File: config.mk
export PLATFORM = sky130hd
export DESIGN_NAME = fetch_stage
export DESIGN_NICKNAME = d
export VERILOG_FILES = /design/src/hdl/core_pkg.sv /design/src/hdl/fetch_stage.sv
export SDC_FILE = /design/constraint.sdc
export NUM_CORES = 1
export LEC_CHECK = 0
export ABC_AREA = 1
export ABC_CLOCK_PERIOD_IN_PS = 3180
export BUFFER_PORTS_ARGS = -buffer_cell sky130_fd_sc_hd__buf_2
export CORE_MARGIN = 4
export CORE_UTILIZATION = 43
export CTS_CLUSTER_DIAMETER = 150
export CTS_CLUSTER_SIZE = 20
export DETAILED_ROUTE_END_ITERATION = 6
export HOLD_SLACK_MARGIN = 0.03
export PLACE_DENSITY = 0.73
export SYNTH_ARGS = -nofsm -noshare
export SYNTH_HDL_FRONTEND = slang
export SYNTH_SLANG_ARGS = --single-unit
export TNS_END_PERCENT = 30
File: constraint.sdc
create_clock -name clk -period 3.18 [get_ports clk]
set_input_delay 0 -clock clk [delete_from_list [all_inputs] [get_ports clk]]
set_output_delay 0 -clock clk [all_outputs]
set_load 0.05 [all_outputs]
File: src/hdl/core_pkg.sv
// widths, reset vector, opcodes, alu codes and pipeline stage structs
package core_pkg;

    localparam int XLEN = 64;

    typedef logic [XLEN-1:0] xlen_t;
    typedef logic [63:0]     addr_t;
    typedef logic [31:0]     inst_t;
    typedef logic [4:0]      reg_addr_t;
    typedef logic [3:0]      alu_op_t;

    localparam addr_t RESET_PC = 64'h8000_0000;
    // addi x0, x0, 0
    localparam inst_t NOP_INST = 32'h0000_0013;

    // major opcodes
    localparam logic [6:0] OPC_OP     = 7'b0110011;
    localparam logic [6:0] OPC_OP_IMM = 7'b0010011;
    localparam logic [6:0] OPC_LUI    = 7'b0110111;
    localparam logic [6:0] OPC_JAL    = 7'b1101111;
    localparam logic [6:0] OPC_BRANCH = 7'b1100011;

    localparam alu_op_t ALU_ADD = 4'd0;
    localparam alu_op_t ALU_SUB = 4'd1;
    localparam alu_op_t ALU_AND = 4'd2;
    localparam alu_op_t ALU_OR  = 4'd3;
    localparam alu_op_t ALU_XOR = 4'd4;
    localparam alu_op_t ALU_SLT = 4'd5;

    // if -> id
    typedef struct packed {
        logic  valid;
        addr_t pc;
        inst_t inst;
    } fetch_pkt_t;

    // id_ex register content
    typedef struct packed {
        logic      valid;
        addr_t     pc;
        xlen_t     op1;
        xlen_t     op2;
        xlen_t     imm;
        reg_addr_t rd;
        logic      reg_wen;
        alu_op_t   alu_op;
        logic      is_jal;
        logic      is_branch;
        logic      branch_ne;
    } decode_pkt_t;

    // ex_wb register content, also the register file write port
    typedef struct packed {
        logic      valid;
        addr_t     pc;
        reg_addr_t rd;
        logic      reg_wen;
        xlen_t     data;
    } retire_t;

    // taken jump or branch from execute
    typedef struct packed {
        logic  en;
        addr_t target;
    } redirect_t;

endpackage

File: src/hdl/fetch_stage.sv
// program counter, outstanding fetch request and redirect handling
module fetch_stage (
    input  logic                 clk,
    input  logic                 reset_i,
    input  core_pkg::redirect_t  redirect_i,
    input  core_pkg::inst_t      if_inst_i,
    output core_pkg::addr_t      if_inst_addr_o,
    output logic                 if_ren_o,
    output core_pkg::fetch_pkt_t fetch_o
);
    import core_pkg::*;

    addr_t pc_q;
    logic  ren_q;

    // request presented last cycle, its instruction arrives this cycle
    logic  req_valid_q;
    addr_t req_pc_q;

    always_ff @(posedge clk) begin
        if (reset_i) begin
            pc_q        <= RESET_PC;
            ren_q       <= 1'b0;
            req_valid_q <= 1'b0;
        end else begin
            ren_q <= 1'b1;
            // a redirect kills the request going out this cycle
            req_valid_q <= ren_q & ~redirect_i.en;
            if (redirect_i.en) begin
                pc_q <= redirect_i.target;
            end else if (ren_q) begin
                pc_q <= pc_q + 64'd4;
            end
        end
    end

    always_ff @(posedge clk) begin
        req_pc_q <= pc_q;
    end

    assign if_inst_addr_o = pc_q;
    assign if_ren_o       = ren_q;

    // pair the returning word with the pc that asked for it
    always_comb begin
        fetch_o.valid = req_valid_q;
        fetch_o.pc    = req_pc_q;
        fetch_o.inst  = if_inst_i;
    end

endmodule

==> impl_metrics.json <==
{
  "p_int_mw": 3.28,
  "drive_gt1_share_pct": 24.2,
  "cts_buffers": 17,
  "netlist_instances": 856,
  "die_h_um": 128,
  "final_cells": 1305,
  "max_cap_violations": 0,
  "insertion_delay_ns": 0.43,
  "status": "finished clean",
  "drtIter0Drc": 549,
  "ctsHoldBuffers": 96,
  "r2r_cells": 9,
  "start_kind": "flop",
  "cts_root_buffer": "clkbuf_16",
  "dr.pass1.iters": 5,
  "synth_cell_types": 29,
  "fin_setup_tns_ns": 0,
  "leakage_nw": 3.66,
  "nets": 1213,
  "cts_tree": "built",
  "crit_fanout": 6,
  "hold_viol_final": 0,
  "postPlaceCellArea_um2": 7060,
  "grt_pass1_wl_mm": 35.2,
  "coreArea_um2": 14000,
  "pre_cts_ws_ns": 1.23,
  "endpoint_kind": "flop",
  "cts_setup_buffers": 0,
  "cts.sinks": 130,
  "sw_frac_of_total_pct": 30.4,
  "setup_viol": 0,
  "drc_errors": 0,
  "pwr-share-seq_pct": 38.8,
  "dpl.hpwl_mm": 16.3,
  "via_per_inst": 5.12,
  "area_growth_syn_to_layout_pct": 39.6,
  "min_path_type": "in -> reg",
  "fin_skew_ns": 0.0141,
  "ant_nets": 0,
  "synth_seq_cells": 130,
  "tightest_slew_ns": 0.737,
  "timing.final.crit_share_pct": 63.5,
  "syn_area_um2": 6180,
  "worst_ep_arrival_time_ns": 2.36,
  "crit_required_ns": 3.52,
  "hold_path_depth": 3,
  "seq_area_frac_synth_pct": 42.1,
  "relSlewSlack_pct": 50.9,
  "placed_cells": 1178,
  "switchingPower_mw": 1.43,
  "die-area_um2": 16400,
  "clock_power_share_pct": 43.1,
  "drv_slew": 0,
  "avgRoutedWirePerCell_um": 17.2,
  "yosysWarnings": 0,
  "peakVddDrop_mv": 0.379,
  "critPathKind": "reg -> reg",
  "fmax_mhz": 495,
  "synth_nets": 956,
  "fp-row-count": 43,
  "antenna_found_initial": 0,
  "place.gp.congestion": 1.00,
  "rsz0062_at_grt": "no",
  "start_util_pct": 44.2,
  "grt_pass1_vias": 6495,
  "diodes": 0,
  "grt_max_degree": 42,
  "grt_overflow": 0,
  "design_area_um2": 8630,
  "fin_ws_ns": 1.16,
  "power_mw": 4.71,
  "clk_pin_slew_worst_paths_ns": 0.06,
  "avgSynthCellArea_um2": 7.23,
  "holdWs_ns": 0.105,
  "grt_util_all_layers_pct": 27.5,
  "die_x_um": 128,
  "clk_path_buf_depth": 2,
  "io_pins": 261,
  "post_cts_resized": 0,
  "p_per_area_nw_per_um2": 546,
  "via_count": 6684,
  "min_period_ns": 2.02,
  "final_core_util_pct": 61.7,
  "h-tree-depth": 4,
  "wl_mm": 22.4,
  "io_buffers": 196,
  "p_comb_share_pct": 18.1
}
-- kinds of logic (layout without fill, tap and decap cells) --
logic type	after synthesis	count (layout)	synth area share, %
flops	130	130	42.1
simple gates	463	463	31.8
buf+inv	107	376	9.37
compound gates	126	126	12.4
fa+ha+maj	1	1	0.202
xor+xnor	29	29	4.11
-- routing by layer --
metal	vias to the layer above	GRT usage (%)	wire [um]
li1	3259	-	-
met1	3065	34.6	9540
met2	318	45.4	10400
met3	42	6.92	1750
met4	0	10.5	687
met5	-	0	0
-- registers in the layout, indices dropped and copies added, names as in the netlist --
name / count
req_pc_q: 64
if_inst_addr_o: 64
req_valid_q: 1
if_ren_o: 1
-- cell usage after synthesis --
cell type / n / area [um^2]
nand2_1: 264 / 991
dfxtp_1: 130 / 2600
nor2_1: 119 / 447
a21oi_1: 47 / 235
inv_1: 47 / 176
a22oi_1: 45 / 338
buf_4: 34 / 255
nand3_1: 26 / 130
xnor2_1: 19 / 166
clkbuf_1: 18 / 67.6
o21ai_0: 18 / 90.1
nand2_2: 14 / 87.6
nand4_1: 14 / 87.6
nor2_2: 14 / 87.6
a31oi_1: 13 / 81.3
xor2_1: 10 / 87.6
nor2_4: 6 / 67.6
clkbuf_8: 4 / 55.1
buf_2: 2 / 10.0
nand3b_1: 2 / 15.0
o21bai_1: 2 / 15.0
a221oi_1: 1 / 8.76
buf_6: 1 / 11.3
ha_1: 1 / 12.5
inv_2: 1 / 3.75
nand2_4: 1 / 11.3
nand3_2: 1 / 10.0
nand3_4: 1 / 17.5
nor3_4: 1 / 16.3
-- final cells by class --
class                      count  area, um^2
fill                        1288        5360
multi-input combinational    619        3020
clock inverter                 9         129
sequential                   130        2600
tap                          180         225
inverter                      48         180
clock buffer                  22         484
timing repair buffer         297        1990
-- layout by cell type (no fill, tap or decap), drive strengths merged --
master,n
xor2,10
o21ai,18
nand2,279
a22oi,45
ha,1
nor2,139
a21oi,47
dlygate4sd3,96
buf,201
o21bai,2
nand4,14
a221oi,1
clkinv,4
xnor2,19
clkbuf,22
nand3,28
nand3b,2
a31oi,13
clkinvlp,2
inv,48
dfxtp,130
nor3,1
bufinv,3
-- final timing paths --
check                    start            endpoint  slack [ns]
min reg2reg  if_inst_addr_o[1]         req_pc_q[1]        0.36
max          if_inst_addr_o[3]  if_inst_addr_o[38]        1.16
min             redirect_i[64]   if_inst_addr_o[7]        0.10
max reg2reg  if_inst_addr_o[3]  if_inst_addr_o[38]        1.16
-- critical path, stage by stage (launching register included) --
cell and delay, ns:
dfxtp_1 0.45, ha_1 0.25, nand2_2 0.10, nor2_4 0.20, nand2_4 0.10, nor2_1 0.31, nand3_1 0.12, nand2_1 0.07
nand3_1 0.15, a21oi_1 0.18
-- power by group through the flow --
stage	clock (mW)	sequential (mW)	combinational, mW
6_report	2.03	1.83	0.851
3_3_place_gp	0	1.86	0.673
5_1_grt	2.12	1.84	0.900
2_1_floorplan	0	2.17	0.272
4_1_cts	2.05	1.83	0.850
3_5_place_dp	0	1.86	0.674
Note: power is estimated with default switching activity, not from simulation.
