File: src/hdl/core_pkg.sv
// widths, reset vector, opcodes, alu codes and pipeline stage structs
package core_pkg;

    localparam int XLEN = 64;

    typedef logic [XLEN-1:0] xlen_t;
    typedef logic [63:0]     addr_t;
    typedef logic [31:0]     inst_t;
    typedef logic [4:0]      reg_addr_t;
    typedef logic [3:0]      alu_op_t;

    localparam addr_t RESET_PC = 64'h8000_0000;
    // addi x0, x0, 0
    localparam inst_t NOP_INST = 32'h0000_0013;

    // major opcodes
    localparam logic [6:0] OPC_OP     = 7'b0110011;
    localparam logic [6:0] OPC_OP_IMM = 7'b0010011;
    localparam logic [6:0] OPC_LUI    = 7'b0110111;
    localparam logic [6:0] OPC_JAL    = 7'b1101111;
    localparam logic [6:0] OPC_BRANCH = 7'b1100011;

    localparam alu_op_t ALU_ADD = 4'd0;
    localparam alu_op_t ALU_SUB = 4'd1;
    localparam alu_op_t ALU_AND = 4'd2;
    localparam alu_op_t ALU_OR  = 4'd3;
    localparam alu_op_t ALU_XOR = 4'd4;
    localparam alu_op_t ALU_SLT = 4'd5;

    // if -> id
    typedef struct packed {
        logic  valid;
        addr_t pc;
        inst_t inst;
    } fetch_pkt_t;

    // id_ex register content
    typedef struct packed {
        logic      valid;
        addr_t     pc;
        xlen_t     op1;
        xlen_t     op2;
        xlen_t     imm;
        reg_addr_t rd;
        logic      reg_wen;
        alu_op_t   alu_op;
        logic      is_jal;
        logic      is_branch;
        logic      branch_ne;
    } decode_pkt_t;

    // ex_wb register content, also the register file write port
    typedef struct packed {
        logic      valid;
        addr_t     pc;
        reg_addr_t rd;
        logic      reg_wen;
        xlen_t     data;
    } retire_t;

    // taken jump or branch from execute
    typedef struct packed {
        logic  en;
        addr_t target;
    } redirect_t;

endpackage

File: src/hdl/decode_stage.sv
// instruction decode, immediates, operand forwarding and the id_ex register
module decode_stage (
    input  logic                  clk,
    input  logic                  reset_i,
    input  logic                  flush_i,
    input  core_pkg::fetch_pkt_t  fetch_i,
    input  core_pkg::xlen_t       ex_result_i,
    input  core_pkg::retire_t     wb_i,
    output core_pkg::reg_addr_t   rs1_addr_o,
    output core_pkg::reg_addr_t   rs2_addr_o,
    input  core_pkg::xlen_t       rs1_data_i,
    input  core_pkg::xlen_t       rs2_data_i,
    output core_pkg::decode_pkt_t decode_o
);
    import core_pkg::*;

    inst_t       inst;
    logic [6:0]  opcode;
    logic [2:0]  funct3;
    logic [6:0]  funct7;
    reg_addr_t   rd;
    reg_addr_t   rs1;
    reg_addr_t   rs2;
    xlen_t       imm_i;
    xlen_t       imm_u;
    xlen_t       imm_j;
    xlen_t       imm_b;
    xlen_t       rs1_val;
    xlen_t       rs2_val;
    decode_pkt_t decode_d;
    decode_pkt_t decode_q;

    assign inst   = fetch_i.inst;
    assign opcode = inst[6:0];
    assign rd     = inst[11:7];
    assign funct3 = inst[14:12];
    assign rs1    = inst[19:15];
    assign rs2    = inst[24:20];
    assign funct7 = inst[31:25];

    assign imm_i = {{52{inst[31]}}, inst[31:20]};
    assign imm_u = {{32{inst[31]}}, inst[31:12], 12'b0};
    assign imm_j = {{44{inst[31]}}, inst[19:12], inst[20], inst[30:21], 1'b0};
    assign imm_b = {{52{inst[31]}}, inst[7], inst[30:25], inst[11:8], 1'b0};

    assign rs1_addr_o = rs1;
    assign rs2_addr_o = rs2;

    // the instruction in execute wins over the one in writeback
    function automatic xlen_t pick_operand(input reg_addr_t idx, input xlen_t rf_data);
        xlen_t val;
        if ((idx != '0) && decode_q.valid && decode_q.reg_wen && (decode_q.rd == idx)) begin
            val = ex_result_i;
        end else if ((idx != '0) && wb_i.valid && wb_i.reg_wen && (wb_i.rd == idx)) begin
            val = wb_i.data;
        end else begin
            val = rf_data;
        end
        return val;
    endfunction

    always_comb begin
        rs1_val = pick_operand(rs1, rs1_data_i);
        rs2_val = pick_operand(rs2, rs2_data_i);
    end

    always_comb begin
        decode_d        = '0;
        decode_d.pc     = fetch_i.pc;
        decode_d.rd     = rd;
        decode_d.op1    = rs1_val;
        decode_d.op2    = rs2_val;
        decode_d.alu_op = ALU_ADD;
        case (opcode)
            OPC_OP: begin
                decode_d.valid   = 1'b1;
                decode_d.reg_wen = 1'b1;
                case ({funct7, funct3})
                    {7'b0000000, 3'b000}: decode_d.alu_op = ALU_ADD;
                    {7'b0100000, 3'b000}: decode_d.alu_op = ALU_SUB;
                    {7'b0000000, 3'b111}: decode_d.alu_op = ALU_AND;
                    {7'b0000000, 3'b110}: decode_d.alu_op = ALU_OR;
                    {7'b0000000, 3'b100}: decode_d.alu_op = ALU_XOR;
                    {7'b0000000, 3'b010}: decode_d.alu_op = ALU_SLT;
                    default: decode_d.valid = 1'b0;
                endcase
            end
            OPC_OP_IMM: begin
                decode_d.valid   = 1'b1;
                decode_d.reg_wen = 1'b1;
                decode_d.imm     = imm_i;
                decode_d.op2     = imm_i;
                case (funct3)
                    3'b000: decode_d.alu_op = ALU_ADD;
                    3'b111: decode_d.alu_op = ALU_AND;
                    3'b110: decode_d.alu_op = ALU_OR;
                    3'b100: decode_d.alu_op = ALU_XOR;
                    default: decode_d.valid = 1'b0;
                endcase
            end
            OPC_LUI: begin
                // zero plus the upper immediate
                decode_d.valid   = 1'b1;
                decode_d.reg_wen = 1'b1;
                decode_d.imm     = imm_u;
                decode_d.op1     = '0;
                decode_d.op2     = imm_u;
            end
            OPC_JAL: begin
                decode_d.valid   = 1'b1;
                decode_d.reg_wen = 1'b1;
                decode_d.imm     = imm_j;
                decode_d.is_jal  = 1'b1;
            end
            OPC_BRANCH: begin
                // beq and bne only
                decode_d.valid     = (funct3[2:1] == 2'b00);
                decode_d.imm       = imm_b;
                decode_d.is_branch = 1'b1;
                decode_d.branch_ne = funct3[0];
            end
            default: begin
                decode_d.valid = 1'b0;
            end
        endcase
        if (!fetch_i.valid || flush_i) begin
            decode_d.valid = 1'b0;
        end
    end

    // id_ex register
    always_ff @(posedge clk) begin
        if (reset_i) begin
            decode_q.valid <= 1'b0;
        end else begin
            decode_q <= decode_d;
        end
    end

    assign decode_o = decode_q;

endmodule

File: config.mk
export PLATFORM = sky130hd
export DESIGN_NAME = decode_stage
export DESIGN_NICKNAME = d
export VERILOG_FILES = /design/src/hdl/core_pkg.sv /design/src/hdl/decode_stage.sv
export SDC_FILE = /design/constraint.sdc
export NUM_CORES = 1
export LEC_CHECK = 0
export BUFFER_PORTS_ARGS = -buffer_cell sky130_fd_sc_hd__buf_2
export CAP_MARGIN = 20
export CORE_AREA = 4 4 272 274
export CTS_BUF_LIST = sky130_fd_sc_hd__clkbuf_8
export DETAILED_ROUTE_END_ITERATION = 12
export DIE_AREA = 0 0 276 278
export SLEW_MARGIN = 20
export SYNTH_ARGS = -nofsm -noshare
export SYNTH_HDL_FRONTEND = slang
export SYNTH_SLANG_ARGS = --single-unit
export TNS_END_PERCENT = 1
File: constraint.sdc
create_clock -name clk -period 11.21 [get_ports clk]
set_input_delay 0.5605 -clock clk [delete_from_list [all_inputs] [get_ports clk]]
set_output_delay 0.5605 -clock clk [all_outputs]
set_load 0.005 [all_outputs]
==> impl_results.md, run 1 <==
* CP cell instances: buf_2 > nor3_1 > nand2_4 > buf_4 > and4_4 > buf_4 > a211oi_1 > o21ai_1
* Post-CTS Setup Bufs at 0
* Flop2flop setup slack at 8.47 ns
* Critical-path maximum fanout at 65
* EDFF count, synth at 236
* Clock Latency Late Sink at 0.59 ns
* Routed Antenna Nets at 0
* Worst reg2reg path startpoint: decode_o[8]
* Fin. max-slew vios at 0
* Crit. Startpoint: fetch_i[21]
* CP Buf/Inv Count at 3
* R2R cell count at 6
* Placed cells at 2538
* Die width at 276 um
* Max reg flops at 237
* Clock period minus worst slack at 3.113 ns
* Final Hold Vio Count at 0
* Power per standard cell area at 133.0 mW/mm2
* Outcome: completed
* DR WL/cell at 22.37 um
* Cell variety after synth at 51
* TNS Setup at 0 ns
* Crit start category: primary input
* Via density at 4.400
* Clock Skews at 0.01715 ns
* TritonCTS Buffers at 46
* Nets at 2063
* CTS resizes at 0
* Via count at 11550
* CTS max path bufs at 3
* Largest net degree at the start of global routing at 104
* Worst Min Path Start: flush_i
* Number of global-route vias before repair at 11580
* Hold path depth at 2
* Most used cell, CP: buf_4
* Clk root buf: clkbuf_8
* Placer Congestion at 0.8295
* Worst Hold End: decode_o[269]
* Fin crit share at 27.77%
* Synth top cells by count: 236 x edfxtp_1, 111 x o21ai_1, 86 x o21ai_0
* Placement Rows at 98
* Global-route usage over all layers at 14.31%
* Top cell type's share of synthesized area at 57.84%
* Initial antenna violation count at 14
* Ports at 707
* Global route overflow at 0
* Crit-path leading delay family: buffers and inverters
* DR iter-0 viols at 733
* Actual slew at the worst max-slew pin at 1.041 ns
* Setup ws final at 8.097 ns
* Global-route wire length before repair at 81970 um
* Most common cell in the synthesized netlist: edfxtp_1
* CP max stage cell: and4_4
* Critical path class: in -> reg
* Die span in y at 278 um
* Pleak at 0.007059 uW
* CTS tree: built
* Unrepaired setup endpoints after global routing: false
* H-tree level count at 2
* Die ar. at 0.07673 mm2
* # DRC at 0
* Routed WL at 58740 um
* Post-synthesis cell count at 1069
* Critical Path RT at 11.64 ns
* Mapped cell area at 0.01225 mm2
* Dpl ws at 7.480 ns
* Final HPWL DP at 43610 um
* Final hold slack at 0.1293 ns
* Port buffer count at 641
* Post-synth ARST share at 0%
* Avg Synthesized Cell Area at 11.46 um2
* CP arrival at 3.54 ns
* Crit end category: register
* Worst hold path type: in -> reg
* Final setup violation count at 0
* Fmax at 321.2 MHz
* CTS clk-pin slew, worst paths at 0.06 ns
* DRT Pass-1 Iters at 5
* Ys Warns at 0
* Ratio of cells with drive above 1 in the final layout at 44.34%
* Syn-to-layout area delta at 38.44%
* CP peak stage delay at 0.74 ns
* Synth area leaders: edfxtp_1 58%, mux2i_1 5.2%, a41oi_1 4.6%, o21ai_1 4.5%, a211oi_1 3.9%
* Clock Sinks at 237
* Rel. slew slack at 30.58%
* CTS Hold Bufs at 0
* Synth Net Count at 1496
* Final Non-Filler Cells at 2626
* Synth Register Bits at 237
* Core area at 0.07136 mm2
* Worst VDD drop at 0.06557 mV
* Synth Flop Type: edfxtp_1
* Synth area leader: edfxtp_1
* Seq/Total Area, Yosys at 58.00%
* RR Endpoint: decode_o[78]
* Initial Util at 17.17%
* Maxcap violations at 0
power by group:
part / internal [uW] / switching, uW / total [uW] / leakage (uW)
registers: 1040 / 16.7 / 1060 / 0.00231
clock network: 491 / 410 / 901 / 0.000515
logic: 125 / 174 / 298 / 0.00424
total: 1660 / 600 / 2260 / 0.00706
cells in the final DEF, fill, tap and decap left out, types with 2 or more instances in the layout:
cell type,Yosys,layout
a211oi_1,64,64
a21o_1,9,9
a21oi_1,77,77
a221oi_1,4,3
a221oi_4,0,2
a22o_1,4,4
a41oi_1,64,64
and2_1,14,14
and3_1,2,2
and4_4,0,2
buf_2,41,641
buf_4,44,19
bufinv_16,0,4
clkbuf_8,0,48
clkinv_1,0,9
clkinv_2,0,8
diode_2,0,5
edfxtp_1,236,236
inv_1,72,82
inv_6,0,2
mux2i_1,64,64
nand2_1,33,30
nand2_2,0,2
nand2b_1,3,3
nand3_1,3,3
nand3b_1,3,3
nand4_1,4,4
nor2_1,13,11
nor2_2,1,2
nor2b_1,3,3
nor3_1,7,6
nor4b_1,2,2
o21a_1,3,3
o21ai_0,86,86
o21ai_1,111,111
o22ai_1,8,8
xnor2_1,8,8
xor2_1,9,9
kinds of logic after synthesis:
logic type	Yosys count	share of synthesized area, %
AO/OA/AOI/OAI	437	21.95
XOR/XNOR	17	1.215
buffers and inverters	214	9.190
flip-flops	237	58.00
multiplexers	64	5.228
other	1	0.03060
AND/OR/NAND/NOR	99	4.381
per-stage QoR:
| stage | cell area, um2 | utilization, % | total power, uW |
|---|---|---|---|
| global placement | 16030 | 22.46 | 1374 |
| global route | 16960 | 23.76 | 2357 |
| floorplan | 12250 | - | 1196 |
| finish | 16960 | 23.77 | 2256 |
| CTS | 16950 | 23.75 | 2293 |
| detailed placement | 16030 | 22.46 | 1377 |
how the worst max path moves through the flow:
stage	to	slack, ns	cells after the start
2_1_floorplan	decode_o[0]	5.52	1
3_3_place_gp	decode_o[78]	7.51	8
3_5_place_dp	decode_o[78]	7.48	8
4_1_cts	decode_o[78]	8.17	8
5_1_grt	decode_o[145]	8.00	7
6_report	decode_o[78]	8.10	8
metal layers:
metal | wire, um | up-vias | GRT usage, %
met4 | 1903 | 4 | 5.121
met2 | 28510 | 663 | 24.68
met3 | 4995 | 104 | 3.917
met5 | 26 | - | 0
met1 | 23310 | 5562 | 17.19
li1 | - | 5221 | -
area by class of cell:
type / instances / area (um2)
clock buffer: 48 / 660.6
antenna: 5 / 12.51
sequential: 237 / 7107
clock inverter: 35 / 260.3
fill: 7746 / 54400
multi-input combinational: 618 / 4101
tap: 950 / 1189
timing repair buffer: 660 / 3351
inverter: 73 / 281.5
No activity file was read; power rests on OpenSTA's default activity.
==> run 2: changes to the inputs <==
==> constraint.sdc (replaced) <==
create_clock -name clk -period 3.2 [get_ports clk]
set_input_delay 0.16 -clock clk [delete_from_list [all_inputs] [get_ports clk]]
set_output_delay 0.16 -clock clk [all_outputs]
set_load 0.005 [all_outputs]
==> run 2 against run 1 <==
  * Non-clock buffer count increased by 352
  * Die area unchanged
  * Largest cell class unchanged
  * Critical path depth decreased by 1
  * Clock-buffer cell count increased by 2
==> impl_results.md, run 2 (synthesis gave the netlist of run 1 again) <==
* Core area at 0.07136 mm2
* Global route overflow at 0
* Outcome: completed
* Critical path class: reg -> reg
* Fin area at 0.02048 mm2
* CP peak stage delay at 0.79 ns
* Crit end category: register
* Die span in y at 278 um
* Clk root buf: clkbuf_8
* Multi-input logic area at 0.004101 mm2
* Via density at 4.393
* Worst reg2reg path startpoint: decode_o[8]
* H-tree level count at 2
* Nets at 2415
* DR iter-0 viols at 849
* Ports at 707
* Routed WL at 62140 um
* Placed Area at 0.01628 mm2
* Global-route usage over all layers at 15.20%
* Commonest non-fill, non-tap cell in the layout: buf_2
* Die ar. at 0.07673 mm2
* CP cell instances: xor2_1 > a221oi_1 > and4_4 > buf_4 > a211oi_1 > o21ai_1 > dlygate4sd3_1
* Clock Latency Late Sink at 0.60 ns
* Final HPWL DP at 43090 um
* Critical Path RT at 3.65 ns
* CP arrival at 3.52 ns
* Fin crit share at 95.92%
* RR Endpoint: decode_o[113]
* Post-layout util at 28.70%
* Power per standard cell area at 392.4 mW/mm2
* Commonest non-fill, non-tap cells in the layout: 641 x buf_2, 333 x dlygate4sd3_1, 236 x edfxtp_1
* CTS tree: built
* DRT Pass-1 Iters at 5
* CP max stage cell: and4_4
* Final Non-Filler Cells at 2975
* Final Hold Vio Count at 0
* Fill cells at 7427
* Die width at 276 um
* Dpl ws at 0.6937 ns
* TritonCTS Buffers at 46
* Routed Antenna Nets at 0
* Ratio of cells with drive above 1 in the final layout at 37.31%
* Worst VDD drop at 0.2440 mV
* Critical-path maximum fanout at 45
* Placed cells at 2557
* CTS max path bufs at 3
* Rel. slew slack at 22.58%
* TNS Setup at 0 ns
* Post-CTS Setup Bufs at 0
* Clock period minus worst slack at 3.069 ns
* Worst hold path type: in -> reg
* Placer Congestion at 0.8285
* CP Buf/Inv Count at 2
* Crit. Startpoint: decode_o[8]
* Initial Util at 17.17%
* Actual slew at the worst max-slew pin at 1.161 ns
* Port buffer count at 641
* Worst Hold End: decode_o[136]
* Via count at 13070
* Largest net degree at the start of global routing at 148
* Flop2flop setup slack at 0.13 ns
* Hold path depth at 3
* Crit start category: register
* Number of global-route vias before repair at 13690
* Pleak at 0.008569 uW
* Setup ws final at 0.1305 ns
* Unrepaired setup endpoints after global routing: false
* CP Depth at 7
* Fmax at 325.8 MHz
* Placement Rows at 98
* Clock Skews at 0.01896 ns
* Worst Min Path Start: wb_i[59]
* Clock Sinks at 237
* R2R cell count at 7
* DR WL/cell at 20.89 um
* Crit-path leading delay family: buffers and inverters
* Syn-to-layout area delta at 67.16%
* Max reg flops at 237
* Maxcap violations at 0
* # DRC at 0
* Global-route wire length before repair at 89360 um
* Reg area at 0.007107 mm2
* Fin. max-slew vios at 0
* Initial antenna violation count at 5
* CTS clk-pin slew, worst paths at 0.06 ns
* Final setup violation count at 0
run 2: cell types whose count changed in the layout (fill, tap and decap cells not counted), sizes merged, moves of 2 or more:
cell / before / now
inv: 86 / 88
clkinv: 17 / 14
buf: 660 / 679
clkbuf: 48 / 50
bufinv: 4 / 1
dlygate4sd3: 0 / 333
run 2: worst max-delay path by stage:
stage | to
after floorplan | decode_o[0]
after global placement | decode_o[111]
after detailed placement | decode_o[109]
after CTS | decode_o[162]
after global routing | decode_o[164]
final | decode_o[113]
run 2: report_power, final:
| part | switching, uW | internal (uW) |
|---|---|---|
| Clock | 1400 | 1510 |
| Combinational | 678 | 728 |
| Sequential | 67.3 | 3650 |
| Total | 2150 | 5890 |
run 2: repair_timing:
item / in CTS / in global routing
endpoints found under the setup margin: 0 / 10
hold buffers: 333 / 0
hold endpoints to repair: 217 / 0
gates resized for setup: 0 / 3
run 2: worst reg2reg max path: stages, from the launching register on:
cell           delay, ns
edfxtp_1            0.45
xor2_1              0.20
a221oi_1            0.31
and4_4              0.79
buf_4               0.39
a211oi_1            0.07
o21ai_1             0.13
dlygate4sd3_1       0.60
run 2: per-stage QoR:
stage | hold slack (ns) | power, uW
detailed placement | 0.3284 | 4832
global placement | 0.3275 | 4820
finish | 0.06009 | 8036
CTS | 0.003137 | 8131
global route | 0.007932 | 8404
floorplan | 0.2367 | 4180
run 2: routing by layer:
layer / vias up / global-route usage (%) / routed length (um)
met4: 4 / 6.355 / 2384
met1: 6307 / 18.12 / 24900
met3: 130 / 3.632 / 4613
met5: - / 0 / 34
li1: 5911 / - / -
met2: 718 / 26.31 / 30200
run 2: area by class of cell:
cell class	count	share of cell area, %
diodes	4	0.04887
clock buffers	50	3.360
clock inverters	31	0.7697
inverters	73	1.356
multi-input cells	618	20.02
flip-flops and latches	237	34.70
well taps	950	5.803
repair buffers	1012	33.94
==> run 3: changes to the inputs <==
--- a/config.mk
+++ b/config.mk
@@ -7,10 +7,13 @@
 export LEC_CHECK = 0
 export BUFFER_PORTS_ARGS = -buffer_cell sky130_fd_sc_hd__buf_2
 export CAP_MARGIN = 20
+export CELL_PAD_IN_SITES_DETAIL_PLACEMENT = 1
+export CELL_PAD_IN_SITES_GLOBAL_PLACEMENT = 1
 export CORE_AREA = 4 4 272 274
 export CTS_BUF_LIST = sky130_fd_sc_hd__clkbuf_8
 export DETAILED_ROUTE_END_ITERATION = 12
 export DIE_AREA = 0 0 276 278
+export PLACE_DENSITY_LB_ADDON = 0.1
 export SLEW_MARGIN = 20
 export SYNTH_ARGS = -nofsm -noshare
 export SYNTH_HDL_FRONTEND = slang
==> run 3 against run 2 <==
  * Worst setup slack gained 0.014 ns
  * Non-clock buffer count grew 24
  * Sequential share of layout area shrank 0.66 points
  * Die area is the same
  * Cell count grew 1.3%
  * Clock skew grew 0.0089 ns
  * Critical endpoint is now decode_o[184]
  * Largest power group unchanged
==> impl_results.md, run 3 (synthesis gave the netlist of run 1 again) <==
* Fin area at 0.02088 mm2
* Port buffer count at 641
* Post-CTS Setup Bufs at 0
* Global-route usage over all layers at 17.57%
* Largest net degree at the start of global routing at 88
* CP peak stage delay at 0.57 ns
* Number of global-route vias before repair at 14360
* Initial antenna violation count at 20
* Power per standard cell area at 397.5 mW/mm2
* Final Non-Filler Cells at 3013
* Clock Latency Late Sink at 0.63 ns
* Clock Skews at 0.02788 ns
* CP max stage cell: dlygate4sd3_1
* Ratio of cells with drive above 1 in the final layout at 36.73%
* CTS tree: built
* Crit-path leading delay family: buffers and inverters
* Fin. max-slew vios at 0
* Commonest non-fill, non-tap cells in the layout: 641 x buf_2, 364 x dlygate4sd3_1, 236 x edfxtp_1
* Placed Area at 0.01629 mm2
* CP Buf/Inv Count at 5
* Placer Congestion at 0.7332
* Nets at 2445
* Placed cells at 2550
* TritonCTS Buffers at 52
* Core area at 0.07136 mm2
* Clock period minus worst slack at 3.056 ns
* Fmax at 327.2 MHz
* Rel. slew slack at 45.78%
* Critical-path maximum fanout at 41
* Worst hold path type: in -> reg
* Ports at 707
* Global-route wire length before repair at 100700 um
* Critical Path RT at 3.57 ns
* Most used cell, CP: dlygate4sd3_1
* Crit end category: register
* Via count at 13020
* DR WL/cell at 23.47 um
* Global route overflow at 0
* Initial Util at 17.17%
* Die span in y at 278 um
* Via density at 4.320
* Die width at 276 um
* Fin crit share at 95.50%
* Worst VDD drop at 0.2611 mV
* Maxcap violations at 0
* Pwr Total at 8298 uW
* Routed WL at 70730 um
* Placement Rows at 98
* DRT Pass-1 Iters at 4
* CTS max path bufs at 3
* Routed Antenna Nets at 0
* Actual slew at the worst max-slew pin at 0.8134 ns
* Syn-to-layout area delta at 70.39%
* Clk root buf: clkbuf_8
* Final Hold Vio Count at 0
* Die ar. at 0.07673 mm2
* # DRC at 0
* Outcome: completed
* Max reg flops at 237
* DR iter-0 viols at 527
* CP arrival at 3.42 ns
* Post-layout util at 29.26%
* CTS clk-pin slew, worst paths at 0.05 ns
* Unrepaired setup endpoints after global routing: false
* Final HPWL DP at 48520 um
* Critical path class: in -> reg
* Clock Sinks at 237
* Crit start category: primary input
* H-tree level count at 2
* CP cell instances: dlygate4sd3_1 > buf_2 > or4_1 > nor2_2 > nor4_4 > buf_12 > mux2i_1 > dlygate4sd3_1 > a21oi_1 > dlygate4sd3_1
* Commonest non-fill, non-tap cell in the layout: buf_2
* Final hold slack at 0.06434 ns
* Pleak at 0.008694 uW
* Final setup violation count at 0
==> run 3: cell types whose count changed in the layout (fill, tap and decap cells not counted), sizes merged <==
| cell | previous run | this run |
|---|---|---|
| buf | 679 | 672 |
| clkbuf | 50 | 52 |
| clkinv | 14 | 18 |
| clkinvlp | 1 | 2 |
| diode | 4 | 13 |
| dlygate4sd3 | 333 | 364 |
| inv | 88 | 86 |
==> run 3: area by class of cell <==
type | instances | area (um2)
Clock inverter | 34 | 180.2
Multi-Input combinational cell | 618 | 4113
Tap cell | 950 | 1189
Inverter | 73 | 277.8
Sequential cell | 237 | 7107
Timing Repair Buffer | 1036 | 7263
Clock buffer | 52 | 715.7
Antenna cell | 13 | 32.53
Fill cell | 8275 | 50490
==> run 3: worst paths after layout <==
kind,from,end,slack [ns],cells after the start
min reg2reg,decode_o[269],decode_o[145],1.24,3
max,fetch_i[17],decode_o[184],0.14,10
max reg2reg,decode_o[8],decode_o[127],0.27,7
min,fetch_i[21],decode_o[14],0.06,2
==> run 3: metal layers <==
metal | share of wire, % | wire length (um) | track usage [%]
met5 | 0.12 | 88 | 0
met2 | 52 | 36520 | 32.06
met3 | 5.8 | 4076 | 4.530
met4 | 2.7 | 1905 | 5.725
met1 | 40 | 28140 | 20.03
==> run 3: what timing repair did <==
item,CTS,global route
hold buffers,364,0
endpoints found under the hold margin,221,0
endpoints found under the setup margin,0,18
gates resized for setup,0,2
==> run 3: per-stage QoR <==
stage	setup TNS, ns	setup slack (ns)
after CTS	0	0.1466
after global routing	0	0.07096
final	0	0.1441
after floorplan	-190.28	-0.8062
after detailed placement	0	0.4790
after global placement	0	0.5459
==> run 3: power by group <==
| part | switching [uW] | internal [uW] | total [uW] |
|---|---|---|---|
| registers | 61.7 | 3650 | 3710 |
| logic | 711 | 762 | 1470 |
| clock network | 1540 | 1580 | 3120 |
